$ cat src/if_pkg.sv
// fetch stage shared definitions
// constants, selector encodings and the structs passed between the fetch blocks

package if_pkg;

  //////////////////////////////////////////////////
  // constants
  //////////////////////////////////////////////////

  // address and instruction word width
  localparam int unsigned xlen = 32;

  // boot entry sits at this offset above the 256-byte aligned boot base
  localparam logic [7:0] boot_offset = 8'h80;

  // debug module entry points
  localparam logic [xlen-1:0] dm_halt_addr      = 32'h1a11_0800;
  localparam logic [xlen-1:0] dm_exception_addr = 32'h1a11_0808;

  // fetch FIFO sizing
  localparam int unsigned fifo_depth = 3;
  localparam int unsigned fifo_ptr_w = $clog2(fifo_depth);
  localparam int unsigned fifo_cnt_w = $clog2(fifo_depth + 1);

  // granted but unanswered bus requests
  localparam int unsigned max_outstanding = 2;
  localparam int unsigned oq_ptr_w        = $clog2(max_outstanding);
  localparam int unsigned oq_cnt_w        = $clog2(max_outstanding + 1);

  // internal interrupts all land in the NMI slot
  localparam logic [4:0] nmi_vector = 5'd31;

  //////////////////////////////////////////////////
  // selectors
  //////////////////////////////////////////////////

  // next PC source
  typedef enum logic [2:0] {
    pc_boot,
    pc_jump,
    pc_exc,
    pc_eret,
    pc_dret
  } pc_sel_e;

  // exception PC source
  typedef enum logic [1:0] {
    exc_pc_exc,
    exc_pc_irq,
    exc_pc_dbd,
    exc_pc_dbg_exc
  } exc_pc_sel_e;

  //////////////////////////////////////////////////
  // structs
  //////////////////////////////////////////////////

  typedef struct packed {
    logic       irq_int;
    logic       irq_ext;
    logic [4:0] lower_cause;
  } exc_cause_t;

  // PC set command from the select logic to the requester
  typedef struct packed {
    logic            set;
    logic [xlen-1:0] target;
  } redirect_t;

  // one returned bus word together with its address
  typedef struct packed {
    logic [xlen-1:0] addr;
    logic [xlen-1:0] rdata;
    logic            err;
  } fetch_entry_t;

  // instruction as seen by decode
  typedef struct packed {
    logic [xlen-1:0] instr;
    logic [xlen-1:0] pc_id;
    logic            fetch_err;
  } id_instr_t;

endpackage

$ cat src/if_fetch_ctrl.sv
// instruction bus requester
// issues word fetches, tracks grants in flight and drops responses to a stale path

`timescale 1ns/1ps

module if_fetch_ctrl (
  input  logic                          clk_i,
  input  logic                          rst_ni,

  input  if_pkg::redirect_t             redirect_i,

  // instruction bus
  output logic                          instr_req_o,
  output logic [if_pkg::xlen-1:0]       instr_addr_o,
  input  logic                          instr_gnt_i,
  input  logic                          instr_rvalid_i,
  input  logic [if_pkg::xlen-1:0]       instr_rdata_i,
  input  logic                          instr_bus_err_i,

  // fetch FIFO side
  input  logic [if_pkg::fifo_cnt_w-1:0] fifo_count_i,
  output logic                          push_o,
  output if_pkg::fetch_entry_t          push_entry_o,
  output logic                          flush_o,
  output logic                          busy_o
);

  import if_pkg::*;

  logic                active_q;
  logic [xlen-1:0]     addr_q;
  logic [oq_cnt_w-1:0] outstanding_q;
  logic [oq_cnt_w-1:0] outstanding_d;
  logic [oq_cnt_w-1:0] discard_q;
  logic [oq_cnt_w-1:0] discard_d;
  logic [oq_ptr_w-1:0] oq_wr_q;
  logic [oq_ptr_w-1:0] oq_rd_q;
  logic [xlen-1:0]     oq_addr_q [max_outstanding];
  logic [fifo_cnt_w:0] in_use;
  logic                room;
  logic                gnt_fire;
  logic                drop;

  // wrap for the response address queue
  function automatic logic [oq_ptr_w-1:0] oq_ptr_inc(input logic [oq_ptr_w-1:0] ptr);
    if (ptr == oq_ptr_w'(max_outstanding - 1)) begin
      return '0;
    end
    return ptr + 1'b1;
  endfunction

  //////////////////////////////////////////////////
  // request side
  //////////////////////////////////////////////////

  // slots already claimed: words in flight plus words buffered
  assign in_use = outstanding_q + fifo_count_i;
  // back-pressure, never ask for more than the FIFO can take
  assign room   = (outstanding_q < max_outstanding) & (in_use < fifo_depth);

  // nothing goes out before the first PC set
  assign instr_req_o  = active_q & room;
  assign instr_addr_o = addr_q;
  assign gnt_fire     = instr_req_o & instr_gnt_i;

  //////////////////////////////////////////////////
  // response side
  //////////////////////////////////////////////////

  // responses to the old path are still owed
  assign drop = (discard_q != '0);

  assign push_o             = instr_rvalid_i & ~drop;
  assign push_entry_o.addr  = oq_addr_q[oq_rd_q];
  assign push_entry_o.rdata = instr_rdata_i;
  assign push_entry_o.err   = instr_bus_err_i;

  assign flush_o = redirect_i.set;
  assign busy_o  = (outstanding_q != '0);

  assign outstanding_d = outstanding_q + oq_cnt_w'(gnt_fire) - oq_cnt_w'(instr_rvalid_i);

  always_comb begin
    discard_d = discard_q;
    if (redirect_i.set) begin
      // everything still in flight, incl. a grant this cycle, is stale
      discard_d = outstanding_d;
    end else if (instr_rvalid_i && drop) begin
      discard_d = discard_q - 1'b1;
    end
  end

  always_ff @(posedge clk_i or negedge rst_ni) begin
    if (!rst_ni) begin
      active_q      <= 1'b0;
      addr_q        <= '0;
      outstanding_q <= '0;
      discard_q     <= '0;
      oq_wr_q       <= '0;
      oq_rd_q       <= '0;
    end else begin
      outstanding_q <= outstanding_d;
      discard_q     <= discard_d;
      if (redirect_i.set) begin
        active_q <= 1'b1;
        addr_q   <= redirect_i.target;
      end else if (gnt_fire) begin
        addr_q <= addr_q + xlen'(4);
      end
      // queue stays in step with the bus, stale entries included
      if (gnt_fire) begin
        oq_wr_q <= oq_ptr_inc(oq_wr_q);
      end
      if (instr_rvalid_i) begin
        oq_rd_q <= oq_ptr_inc(oq_rd_q);
      end
    end
  end

  // address of each granted word, read back in order
  always_ff @(posedge clk_i) begin
    if (gnt_fire) begin
      oq_addr_q[oq_wr_q] <= addr_q;
    end
  end

endmodule

$ cat src/if_fetch_fifo.sv
// fetch FIFO
// circular buffer of returned words, emptied in one edge on a PC set

`timescale 1ns/1ps

module if_fetch_fifo (
  input  logic                          clk_i,
  input  logic                          rst_ni,

  // write side
  input  logic                          push_i,
  input  if_pkg::fetch_entry_t          push_entry_i,
  input  logic                          flush_i,

  // read side
  input  logic                          pop_i,
  output logic                          valid_o,
  output if_pkg::fetch_entry_t          entry_o,

  // occupancy for the requester
  output logic [if_pkg::fifo_cnt_w-1:0] count_o
);

  import if_pkg::*;

  logic [fifo_ptr_w-1:0] rd_ptr_q;
  logic [fifo_ptr_w-1:0] wr_ptr_q;
  logic [fifo_cnt_w-1:0] count_q;
  fetch_entry_t          mem_q [fifo_depth];
  logic                  push_ok;
  logic                  pop_ok;

  // depth is not a power of two, wrap by hand
  function automatic logic [fifo_ptr_w-1:0] ptr_inc(input logic [fifo_ptr_w-1:0] ptr);
    if (ptr == fifo_ptr_w'(fifo_depth - 1)) begin
      return '0;
    end
    return ptr + 1'b1;
  endfunction

  //////////////////////////////////////////////////
  // control
  //////////////////////////////////////////////////

  assign valid_o = (count_q != '0);
  assign entry_o = mem_q[rd_ptr_q];
  assign count_o = count_q;

  // flush beats both ends
  assign pop_ok  = pop_i & valid_o & ~flush_i;
  // full FIFO only takes a word when one leaves
  assign push_ok = push_i & ~flush_i & ((count_q < fifo_depth) | pop_ok);

  always_ff @(posedge clk_i or negedge rst_ni) begin
    if (!rst_ni) begin
      rd_ptr_q <= '0;
      wr_ptr_q <= '0;
      count_q  <= '0;
    end else if (flush_i) begin
      rd_ptr_q <= '0;
      wr_ptr_q <= '0;
      count_q  <= '0;
    end else begin
      if (push_ok) begin
        wr_ptr_q <= ptr_inc(wr_ptr_q);
      end
      if (pop_ok) begin
        rd_ptr_q <= ptr_inc(rd_ptr_q);
      end
      // occupancy moves only when exactly one side fires
      unique case ({push_ok, pop_ok})
        2'b10:   count_q <= count_q + 1'b1;
        2'b01:   count_q <= count_q - 1'b1;
        default: count_q <= count_q;
      endcase
    end
  end

  //////////////////////////////////////////////////
  // storage
  //////////////////////////////////////////////////

  always_ff @(posedge clk_i) begin
    if (push_ok) begin
      mem_q[wr_ptr_q] <= push_entry_i;
    end
  end

endmodule

$ cat src/if_id_reg.sv
// IF-ID pipeline register
// captures the head fetch word for decode and keeps the valid and new flags

`timescale 1ns/1ps

module if_id_reg (
  input  logic                    clk_i,
  input  logic                    rst_ni,

  // fetch FIFO head
  input  logic                    valid_i,
  input  if_pkg::fetch_entry_t    entry_i,
  output logic                    pop_o,

  input  logic                    pmp_err_if_i,
  input  logic                    pc_set_i,

  // decode side
  input  logic                    id_in_ready_i,
  input  logic                    instr_valid_clear_i,
  output if_pkg::id_instr_t       id_instr_o,
  output logic                    instr_valid_id_o,
  output logic                    instr_new_id_o,
  output logic [if_pkg::xlen-1:0] pc_if_o
);

  import if_pkg::*;

  logic      capture;
  logic      valid_q;
  logic      new_q;
  id_instr_t id_instr_q;

  // a PC set squashes the word at the head
  assign capture = valid_i & id_in_ready_i & ~pc_set_i;
  assign pop_o   = capture;

  // address of the word waiting in IF, checked by the PMP
  assign pc_if_o = entry_i.addr;

  //////////////////////////////////////////////////
  // flags
  //////////////////////////////////////////////////

  // valid holds until decode clears it, a new capture wins
  always_ff @(posedge clk_i or negedge rst_ni) begin
    if (!rst_ni) begin
      valid_q <= 1'b0;
      new_q   <= 1'b0;
    end else begin
      valid_q <= capture | (valid_q & ~instr_valid_clear_i);
      // one-cycle marker per captured word
      new_q   <= capture;
    end
  end

  //////////////////////////////////////////////////
  // payload
  //////////////////////////////////////////////////

  // frozen while decode stalls
  always_ff @(posedge clk_i) begin
    if (capture) begin
      id_instr_q.instr     <= entry_i.rdata;
      id_instr_q.pc_id     <= entry_i.addr;
      // bus and PMP faults look the same to decode
      id_instr_q.fetch_err <= entry_i.err | pmp_err_if_i;
    end
  end

  assign id_instr_o       = id_instr_q;
  assign instr_valid_id_o = valid_q;
  assign instr_new_id_o   = new_q;

endmodule

$ cat src/if_pc_select.sv
// next-PC select for the fetch stage
// computes exception vectors and picks boot, jump, trap or return targets

`timescale 1ns/1ps

module if_pc_select (
  // address sources
  input  logic [if_pkg::xlen-1:0] boot_addr_i,
  input  logic [if_pkg::xlen-1:0] branch_target_ex_i,
  input  logic [if_pkg::xlen-1:0] csr_mepc_i,
  input  logic [if_pkg::xlen-1:0] csr_depc_i,
  input  logic [if_pkg::xlen-1:0] csr_mtvec_i,

  // control from the controller
  input  logic                    pc_set_i,
  input  if_pkg::pc_sel_e         pc_mux_i,
  input  if_pkg::exc_pc_sel_e     exc_pc_mux_i,
  input  if_pkg::exc_cause_t      exc_cause_i,

  output if_pkg::redirect_t       redirect_o,
  output logic                    csr_mtvec_init_o
);

  import if_pkg::*;

  logic [4:0]      irq_vec;
  logic [xlen-1:0] exc_pc;
  logic [xlen-1:0] next_pc;

  // vector slot for interrupts
  always_comb begin
    irq_vec = exc_cause_i.lower_cause;
    // internal sources never use their own slot
    if (exc_cause_i.irq_int) begin
      irq_vec = nmi_vector;
    end
  end

  //////////////////////////////////////////////////
  // exception PC
  //////////////////////////////////////////////////

  // mtvec low byte is ignored, so base + vec*4 is a plain concat
  always_comb begin
    exc_pc = {csr_mtvec_i[xlen-1:8], 8'h00};
    unique case (exc_pc_mux_i)
      exc_pc_exc:     exc_pc = {csr_mtvec_i[xlen-1:8], 8'h00};
      exc_pc_irq:     exc_pc = {csr_mtvec_i[xlen-1:8], 1'b0, irq_vec, 2'b00};
      exc_pc_dbd:     exc_pc = dm_halt_addr;
      exc_pc_dbg_exc: exc_pc = dm_exception_addr;
      default:        exc_pc = {csr_mtvec_i[xlen-1:8], 8'h00};
    endcase
  end

  //////////////////////////////////////////////////
  // next PC
  //////////////////////////////////////////////////

  always_comb begin
    next_pc = {boot_addr_i[xlen-1:8], boot_offset};
    unique case (pc_mux_i)
      pc_boot: next_pc = {boot_addr_i[xlen-1:8], boot_offset};
      pc_jump: next_pc = branch_target_ex_i;
      // trap entry
      pc_exc:  next_pc = exc_pc;
      // return from trap
      pc_eret: next_pc = csr_mepc_i;
      // return from debug mode
      pc_dret: next_pc = csr_depc_i;
      default: next_pc = {boot_addr_i[xlen-1:8], boot_offset};
    endcase
  end

  // every fetch is one aligned word
  assign redirect_o.set    = pc_set_i;
  assign redirect_o.target = {next_pc[xlen-1:2], 2'b00};

  // CSR file loads mtvec from the boot address on boot
  assign csr_mtvec_init_o = pc_set_i & (pc_mux_i == pc_boot);

endmodule

$ cat src/if_stage.sv
// instruction fetch stage
// PC select, bus requester, fetch FIFO and IF-ID register

`timescale 1ns/1ps

module if_stage (
  input  logic                    clk_i,
  input  logic                    rst_ni,

  // PC sources
  input  logic [if_pkg::xlen-1:0] boot_addr_i,
  input  logic [if_pkg::xlen-1:0] branch_target_ex_i,
  input  logic [if_pkg::xlen-1:0] csr_mepc_i,
  input  logic [if_pkg::xlen-1:0] csr_depc_i,
  input  logic [if_pkg::xlen-1:0] csr_mtvec_i,
  output logic                    csr_mtvec_init_o,

  // PC set control
  input  logic                    pc_set_i,
  input  if_pkg::pc_sel_e         pc_mux_i,
  input  if_pkg::exc_pc_sel_e     exc_pc_mux_i,
  input  if_pkg::exc_cause_t      exc_cause_i,

  // instruction bus
  output logic                    instr_req_o,
  output logic [if_pkg::xlen-1:0] instr_addr_o,
  input  logic                    instr_gnt_i,
  input  logic                    instr_rvalid_i,
  input  logic [if_pkg::xlen-1:0] instr_rdata_i,
  input  logic                    instr_bus_err_i,

  // decode side
  input  logic                    pmp_err_if_i,
  input  logic                    id_in_ready_i,
  input  logic                    instr_valid_clear_i,
  output if_pkg::id_instr_t       id_instr_o,
  output logic                    instr_valid_id_o,
  output logic                    instr_new_id_o,
  output logic [if_pkg::xlen-1:0] pc_if_o,

  output logic                    if_busy_o
);

  import if_pkg::*;

  redirect_t             redirect;
  fetch_entry_t          push_entry;
  fetch_entry_t          head_entry;
  logic                  fifo_push;
  logic                  fifo_flush;
  logic                  fifo_pop;
  logic                  fifo_valid;
  logic [fifo_cnt_w-1:0] fifo_count;

  if_pc_select u_pc_select (
    .boot_addr_i        (boot_addr_i),
    .branch_target_ex_i (branch_target_ex_i),
    .csr_mepc_i         (csr_mepc_i),
    .csr_depc_i         (csr_depc_i),
    .csr_mtvec_i        (csr_mtvec_i),
    .pc_set_i           (pc_set_i),
    .pc_mux_i           (pc_mux_i),
    .exc_pc_mux_i       (exc_pc_mux_i),
    .exc_cause_i        (exc_cause_i),
    .redirect_o         (redirect),
    .csr_mtvec_init_o   (csr_mtvec_init_o)
  );

  // producer
  if_fetch_ctrl u_fetch_ctrl (
    .clk_i           (clk_i),
    .rst_ni          (rst_ni),
    .redirect_i      (redirect),
    .instr_req_o     (instr_req_o),
    .instr_addr_o    (instr_addr_o),
    .instr_gnt_i     (instr_gnt_i),
    .instr_rvalid_i  (instr_rvalid_i),
    .instr_rdata_i   (instr_rdata_i),
    .instr_bus_err_i (instr_bus_err_i),
    .fifo_count_i    (fifo_count),
    .push_o          (fifo_push),
    .push_entry_o    (push_entry),
    .flush_o         (fifo_flush),
    .busy_o          (if_busy_o)
  );

  if_fetch_fifo u_fetch_fifo (
    .clk_i        (clk_i),
    .rst_ni       (rst_ni),
    .push_i       (fifo_push),
    .push_entry_i (push_entry),
    .flush_i      (fifo_flush),
    .pop_i        (fifo_pop),
    .valid_o      (fifo_valid),
    .entry_o      (head_entry),
    .count_o      (fifo_count)
  );

  // consumer
  if_id_reg u_id_reg (
    .clk_i               (clk_i),
    .rst_ni              (rst_ni),
    .valid_i             (fifo_valid),
    .entry_i             (head_entry),
    .pop_o               (fifo_pop),
    .pmp_err_if_i        (pmp_err_if_i),
    .pc_set_i            (pc_set_i),
    .id_in_ready_i       (id_in_ready_i),
    .instr_valid_clear_i (instr_valid_clear_i),
    .id_instr_o          (id_instr_o),
    .instr_valid_id_o    (instr_valid_id_o),
    .instr_new_id_o      (instr_new_id_o),
    .pc_if_o             (pc_if_o)
  );

endmodule

$ cat config.mk
export PLATFORM = sky130hd
export DESIGN_NAME = if_stage
export DESIGN_NICKNAME = d
export VERILOG_FILES = /design/src/if_pkg.sv /design/src/if_fetch_ctrl.sv /design/src/if_fetch_fifo.sv /design/src/if_id_reg.sv /design/src/if_pc_select.sv /design/src/if_stage.sv
export SDC_FILE = /design/constraint.sdc
export NUM_CORES = 1
export LEC_CHECK = 0
export BUFFER_PORTS_ARGS = -buffer_cell sky130_fd_sc_hd__clkbuf_2
export CAP_MARGIN = 20
export CORE_AREA = 2 2 165 167
export DETAILED_ROUTE_END_ITERATION = 6
export DIE_AREA = 0 0 167 169
export PLACE_DENSITY = 0.84
export REMOVE_ABC_BUFFERS = 1
export SLEW_MARGIN = 20
export SYNTH_ARGS = -nofsm -noshare
export SYNTH_HDL_FRONTEND = slang
export SYNTH_SLANG_ARGS = --single-unit
$ cat constraint.sdc
create_clock -name clk_i -period 14.3 [get_ports clk_i]
set_clock_uncertainty 0.1 [all_clocks]
set_input_delay 2.86 -clock clk_i [delete_from_list [all_inputs] [get_ports clk_i]]
set_output_delay 2.86 -clock clk_i [all_outputs]
set_load 0.05 [all_outputs]
======== After elaboration in Yosys (flattened, before gate mapping) ========
Memory sizes are Yosys's and may differ from the RTL's.
Cells that the tools add are included.
storage, ports and cells
  register bits after elaboration ......... 112
  memory bits (writable) .................. 259
  input port bits ......................... 213
  output and inout port bits .............. 134
  logic and storage cells ................. 105
  memories kept ........................... 2
memory list
  memory                  depth  bits a word  read ports  clocked after memory_dff  write ports  line                 text
  u_fetch_fifo.mem_q      3      65           1           0                         1            if_fetch_fifo.sv:29  fetch_entry_t mem_q [fifo_depth];
  u_fetch_ctrl.oq_addr_q  2      32           1           0                         1            if_fetch_ctrl.sv:38  logic [xlen-1:0] oq_addr_q [max_outstanding];
operators by class
  add/subtract/negate cells ............... 11
  order comparisons ....................... 3
  eq/ne operators ......................... 11
  multiplexer cells ....................... 35
  bitwise gates (word level) .............. 18
  reductions and logical operators ........ 11
operators with widths
  kind                                                                  count
  32-bit one-hot mux with 4 select lines                                2
  32-bit two-way mux                                                    2
  32-bit by 3-bit adder with 32-bit output, second input constant       1
  2-bit two-way mux                                                     11
  1-bit two-way mux                                                     18
  2-bit nonzero test                                                    7
  1-bit bitwise AND                                                     12
  2-bit == test, second input constant                                  5
  2-bit by 1-bit adder with 2-bit output, second input constant         3
  3-bit by 2-bit == test with 1-bit output, second input constant       2
  5-bit two-way mux                                                     1
  2-bit by 1-bit == test with 1-bit output, second input constant       2
  2-bit < comparator, second input constant                             2
  2-bit one-hot mux with 2 select lines                                 1
  2-bit by 1-bit subtractor with 2-bit output, second input constant    2
  2-bit by 2-bit adder with 3-bit output                                1
  3-bit by 1-bit == test with 1-bit output, second input constant       1
  3-bit == test, second input constant                                  1
  3-bit logical NOT                                                     1
  3-bit by 2-bit < comparator with 1-bit output, second input constant  1
  1-bit inverter                                                        3
  1-bit OR                                                              3
  3-bit nonzero test                                                    1
  1-bit adder, second input constant                                    2
  4 further kinds                                                       4

======== Depth between registers and ports, before layout ========
  word-level depth ........................ 12
  gate-level depth with buffers ........... 11

======== Hierarchy ========
Synthesis repeated with hierarchy kept, for this count alone.
unflattened totals
  cell total of the unflattened synthesis .. 1145
  area, all modules ....................... 16224.3 µm²
modules (own cells, without submodules)
  module         times used  cells each  area each (µm²)  seq. area each (µm²)
  if_fetch_fifo  1           449         7511.0           6005.8
  if_fetch_ctrl  1           392         4929.7           2897.8
  if_id_reg      1           104         2272.2           2001.9
  if_pc_select   1           200         1511.4           0.0

======== Worst setup path before layout ========
No wires, ideal clock.
  path kind ............................... input port to flip-flop
  start ................................... in id_in_ready_i
  end ..................................... mem u_fetch_fifo.mem_q[2][0] (netlist name), enable pin
  arrival ................................. 9.659 ns
  data required time ...................... 13.538 ns
  setup slack ............................. 3.880 ns
  cell stages on the path ................. 4
  cell sequence ........................... nor2b_1 > nand2_1 > nand3_1 > nor4b_1
on the way
  word-level cells in the longest chain between the ends .. 8
ends and longest elaborated chain
  what                                     line                 text
  from (decl)                              if_stage.sv:34       input logic id_in_ready_i,
  1-bit bitwise AND (2 in series)          if_id_reg.sv:35      assign capture = valid_i & id_in_ready_i & ~pc_set_i;
  1-bit bitwise AND (2 in series)          if_fetch_fifo.sv:50  assign pop_ok = pop_i & valid_o & ~flush_i;
  1-bit OR                                 if_fetch_fifo.sv:52  assign push_ok = push_i & ~flush_i & ((count_q < fifo_depth) | pop_ok);
  1-bit bitwise AND                        if_fetch_fifo.sv:52
  1-bit two-way mux                        if_fetch_fifo.sv:84  if (push_ok) begin
  1-bit two-way mux (implied by the code)  if_fetch_fifo.sv:85  mem_q[wr_ptr_q] <= push_entry_i;
  to (decl)                                if_fetch_fifo.sv:29
Every way passes these cells.

======== Worst setup path after layout ========
  start ................................... in pc_mux_i[1]
  end ..................................... out csr_mtvec_init_o
on the way
  word-level cells in the longest chain between the ends .. 2
ends and longest elaborated chain
  what               line                text
  from (decl)        if_stage.sv:20      input if_pkg::pc_sel_e pc_mux_i,
  3-bit logical NOT  if_pc_select.sv:79  assign csr_mtvec_init_o = pc_set_i & (pc_mux_i == pc_boot);
  1-bit bitwise AND  if_pc_select.sv:79
  to (decl)          if_stage.sv:16      output logic csr_mtvec_init_o,
Every way passes these cells.

==> results.md <==
* First-pass GRT wire length at 52,920 um
* TNS Setup at 0 ns
* Crit Reg-Reg Startpoint: u_fetch_fifo.count_o[0]
* Row cnt at 60
* CTS max path bufs at 3
* Via count of the first global-routing pass at 9,646
* R2R Path End: u_fetch_ctrl.instr_addr_o[29]
* Num CTS Buffers at 36
* # DRC at 0
* Clk Tree Root Cell: clkbuf_16
* Pleak at 6.494 nW
* CP Capture Type: output pin
* DP Worst Slack at 7.012 ns
* Synthesis-to-layout area growth at 18.25%
* Most frequent cells in the layout: clkbuf_2, edfxtp_1, o21ai_0
* GP Congestion at 0.8567
* Clk pin slew, worst setup/hold paths at 0.06 ns
* HPWL after DPL at 23,870 um
* WHS Path Cells at 2
* FFs w/ async S/R, synth at 0.1261
* CTS Hold Bufs at 0
* Total die area at 28,220 um^2
* VDD IR max at 172.5 uV
* Synthesized area at 15,180 um^2
* DR vias/cell at 5.675
* Crit path top cell by count: clkbuf_2
* Tot Pwr at 2.785 mW
* Worst Path Buf+Inv at 3
* Layout cell share with drive strength beyond 1 at 0.3341
* Initial antenna violation count at 0
* Overall global routing resource usage at 0.2436
* Crit path time final at 7.275 ns
* Hold_ws at 0.4244 ns
* Max_slew headroom at 0.3077
* Postcts setup bufs at 0
* CP top delay family: simple AND/OR/NAND/NOR gates
* Number of synthesized flops with an enable pin at 312
* Status: completed
* RSZ-0062 raised after global routing: no
* Register area share after synthesis at 0.6916
* Synth top area cells: edfxtp_1, dfrtp_1, mux2i_1, o21ai_0, mux2_2
* Pwr Density at 155.2 nW/um^2
* Core area at 26,500 um^2
* Average wire per standard cell at 20.64 um
* Worst path cell trace: clkbuf_2 > buf_4 > or2_2 > nor3_1 > clkbuf_2
* Final ANT Viol Nets at 0
* Area fraction of the dominant cell type after synthesis at 0.6174
* Fin. Hold Viols at 0
* Least-Margin Pin Slew at 1.035 ns
* Total gr overflow at 0
* Post-DP Area at 16,820 um^2
* Final nets at 1,552
* CTS sink cnt at 357
* CTS tree: built
* Final setup viols at 0
* Most common cell after layout, fill and taps aside: clkbuf_2
* Flip-flop and latch count after synthesis at 357
* CP max-delay cell: or2_2
* WHS Endpoint: u_id_reg.id_instr_o[37]
* Synth cell types at 63
* Iteration-0 DRC Markers at 789
* Total Wirelength at 35,080 um
* CTS H-tree depth at 2
* Yosys warnings at 0
* Clk_lat worst skew at 0.51 ns
* # diodes at 0
* Worst Hold Launch: u_fetch_fifo.mem_q[2][5]
* Largest net degree at the start of global routing at 120
* FF-to-FF path depth at 7
* Critical-path maximum fanout at 50
* Final period util at 0.5087
* CTS resizes at 0
* Synth Flop Type: edfxtp_1
* Synth area leader: edfxtp_1
* FMAX at 137.5 MHz
* Die Width at 167 um
* Chip height at 169 um
* Syn Inst Count at 1,055
* DRT Pass-1 Iters at 5
* CP arrival at 4.31 ns
* FILL cells at 1,853
* IO buf count at 317
* CP startpoint: pc_mux_i[1]
* Starting Density at 0.5727
* Vias at 9,647
* Num ports at 347
* Syn Area/Cell at 14.38 um^2
* Final Worst Setup Slack at 7.025 ns
* Final Slew Violations at 0
* Max-cap violations at 0
* Slowest stage delay, CP at 0.47 ns
* Register-to-register setup slack at 11.08 ns
* Design area at 17,950 um^2
* Hold WC Path Type: reg -> reg
* Worst setup SP type: input port
* WS Path Type: in -> out
* Required time of the critical path at 11.34 ns
power breakdown:
| part | switching (mW) | internal (mW) |
|---|---|---|
| Combinational | 0.379 | 0.171 |
| Clock | 0.378 | 0.513 |
| Sequential | 0.0585 | 1.29 |
| Total | 0.816 | 1.97 |
cell usage after synthesis, drive strengths merged, types with 2 or more instances:
cell / count
o21ai: 116
and4: 3
nor2b: 10
nand2: 92
nor3b: 4
nand2b: 7
mux2: 36
nand4: 6
ha: 5
inv: 14
a221o: 9
dfrtp: 45
o221ai: 3
or3: 2
o211ai: 2
o22ai: 28
xnor2: 30
clkinv: 2
a311oi: 2
a22oi: 11
nor4: 14
xor2: 3
a21oi: 18
a221oi: 6
mux2i: 80
edfxtp: 312
nand3: 13
o22a: 8
clkbuf: 35
a31oi: 4
or2: 5
nor4b: 2
a2111oi: 2
nor3: 13
o31ai: 3
and3: 6
and2: 3
nor2: 26
buf: 61
a211oi: 6
kinds of logic after synthesis:
kind of cell    count (synthesis)  share of synthesized area
xor+xnor                       33                    0.01905
buf+inv                       112                    0.03916
flops                         357                     0.6916
other cells                     1                  0.0002471
fa+ha+maj                       6                   0.005442
simple gates                  207                    0.07511
mux                           116                    0.07948
compound gates                223                    0.08995
worst min-delay path: stages (launching register included):
cell and delay, ns:
edfxtp_1 0.32, nand2_1 0.04, o21ai_0 0.05
worst max-delay path by stage:
stage,end,cells past startpoint
after global routing,csr_mtvec_init_o,5
final,csr_mtvec_init_o,5
after global placement,csr_mtvec_init_o,5
after floorplan,u_fetch_fifo.mem_q[2][0],4
after detailed placement,csr_mtvec_init_o,5
after CTS,csr_mtvec_init_o,5
stage by stage:
step | utilization | std cells
5_1_grt | 0.6772 | 1700
3_3_place_gp | 0.6347 | 1636
3_5_place_dp | 0.6347 | 1636
2_1_floorplan | - | 964
6_report | 0.6772 | 1700
4_1_cts | 0.6771 | 1700
metal layers:
layer | vias to the layer above | GRT usage | wire [um]
met5 | - | 0 | 0
met3 | 65 | 0.04209 | 2113
met1 | 4644 | 0.3028 | 13850
met2 | 426 | 0.4376 | 18210
met4 | 0 | 0.07534 | 909
li1 | 4512 | - | -
area by class of cell:
class	instances	area, um^2	area share
flip-flops and latches	357	10500	0.5852
multi-input cells	591	4138	0.2306
repair buffers	331	1695	0.09447
clock buffers	42	944.7	0.05264
well taps	341	426.7	0.02377
clock inverters	22	178.9	0.009970
inverters	16	60.06	0.003347
registers in the layout, indices dropped and copies added, names as in the netlist:
name / cells
u_fetch_fifo.mem_q: 189
u_id_reg.id_instr_o: 63
u_fetch_ctrl.oq_addr_q: 60
u_fetch_ctrl.instr_addr_o: 30
u_fetch_ctrl.discard_q: 2
u_fetch_ctrl.outstanding_q: 2
u_fetch_fifo.count_o: 2
u_fetch_fifo.rd_ptr_q: 2
u_fetch_fifo.wr_ptr_q: 2
u_fetch_ctrl.active_q: 1
u_fetch_ctrl.oq_rd_q: 1
u_fetch_ctrl.oq_wr_q: 1
u_id_reg.instr_new_id_o: 1
u_id_reg.instr_valid_id_o: 1
Power figures use the tool's default switching activity.
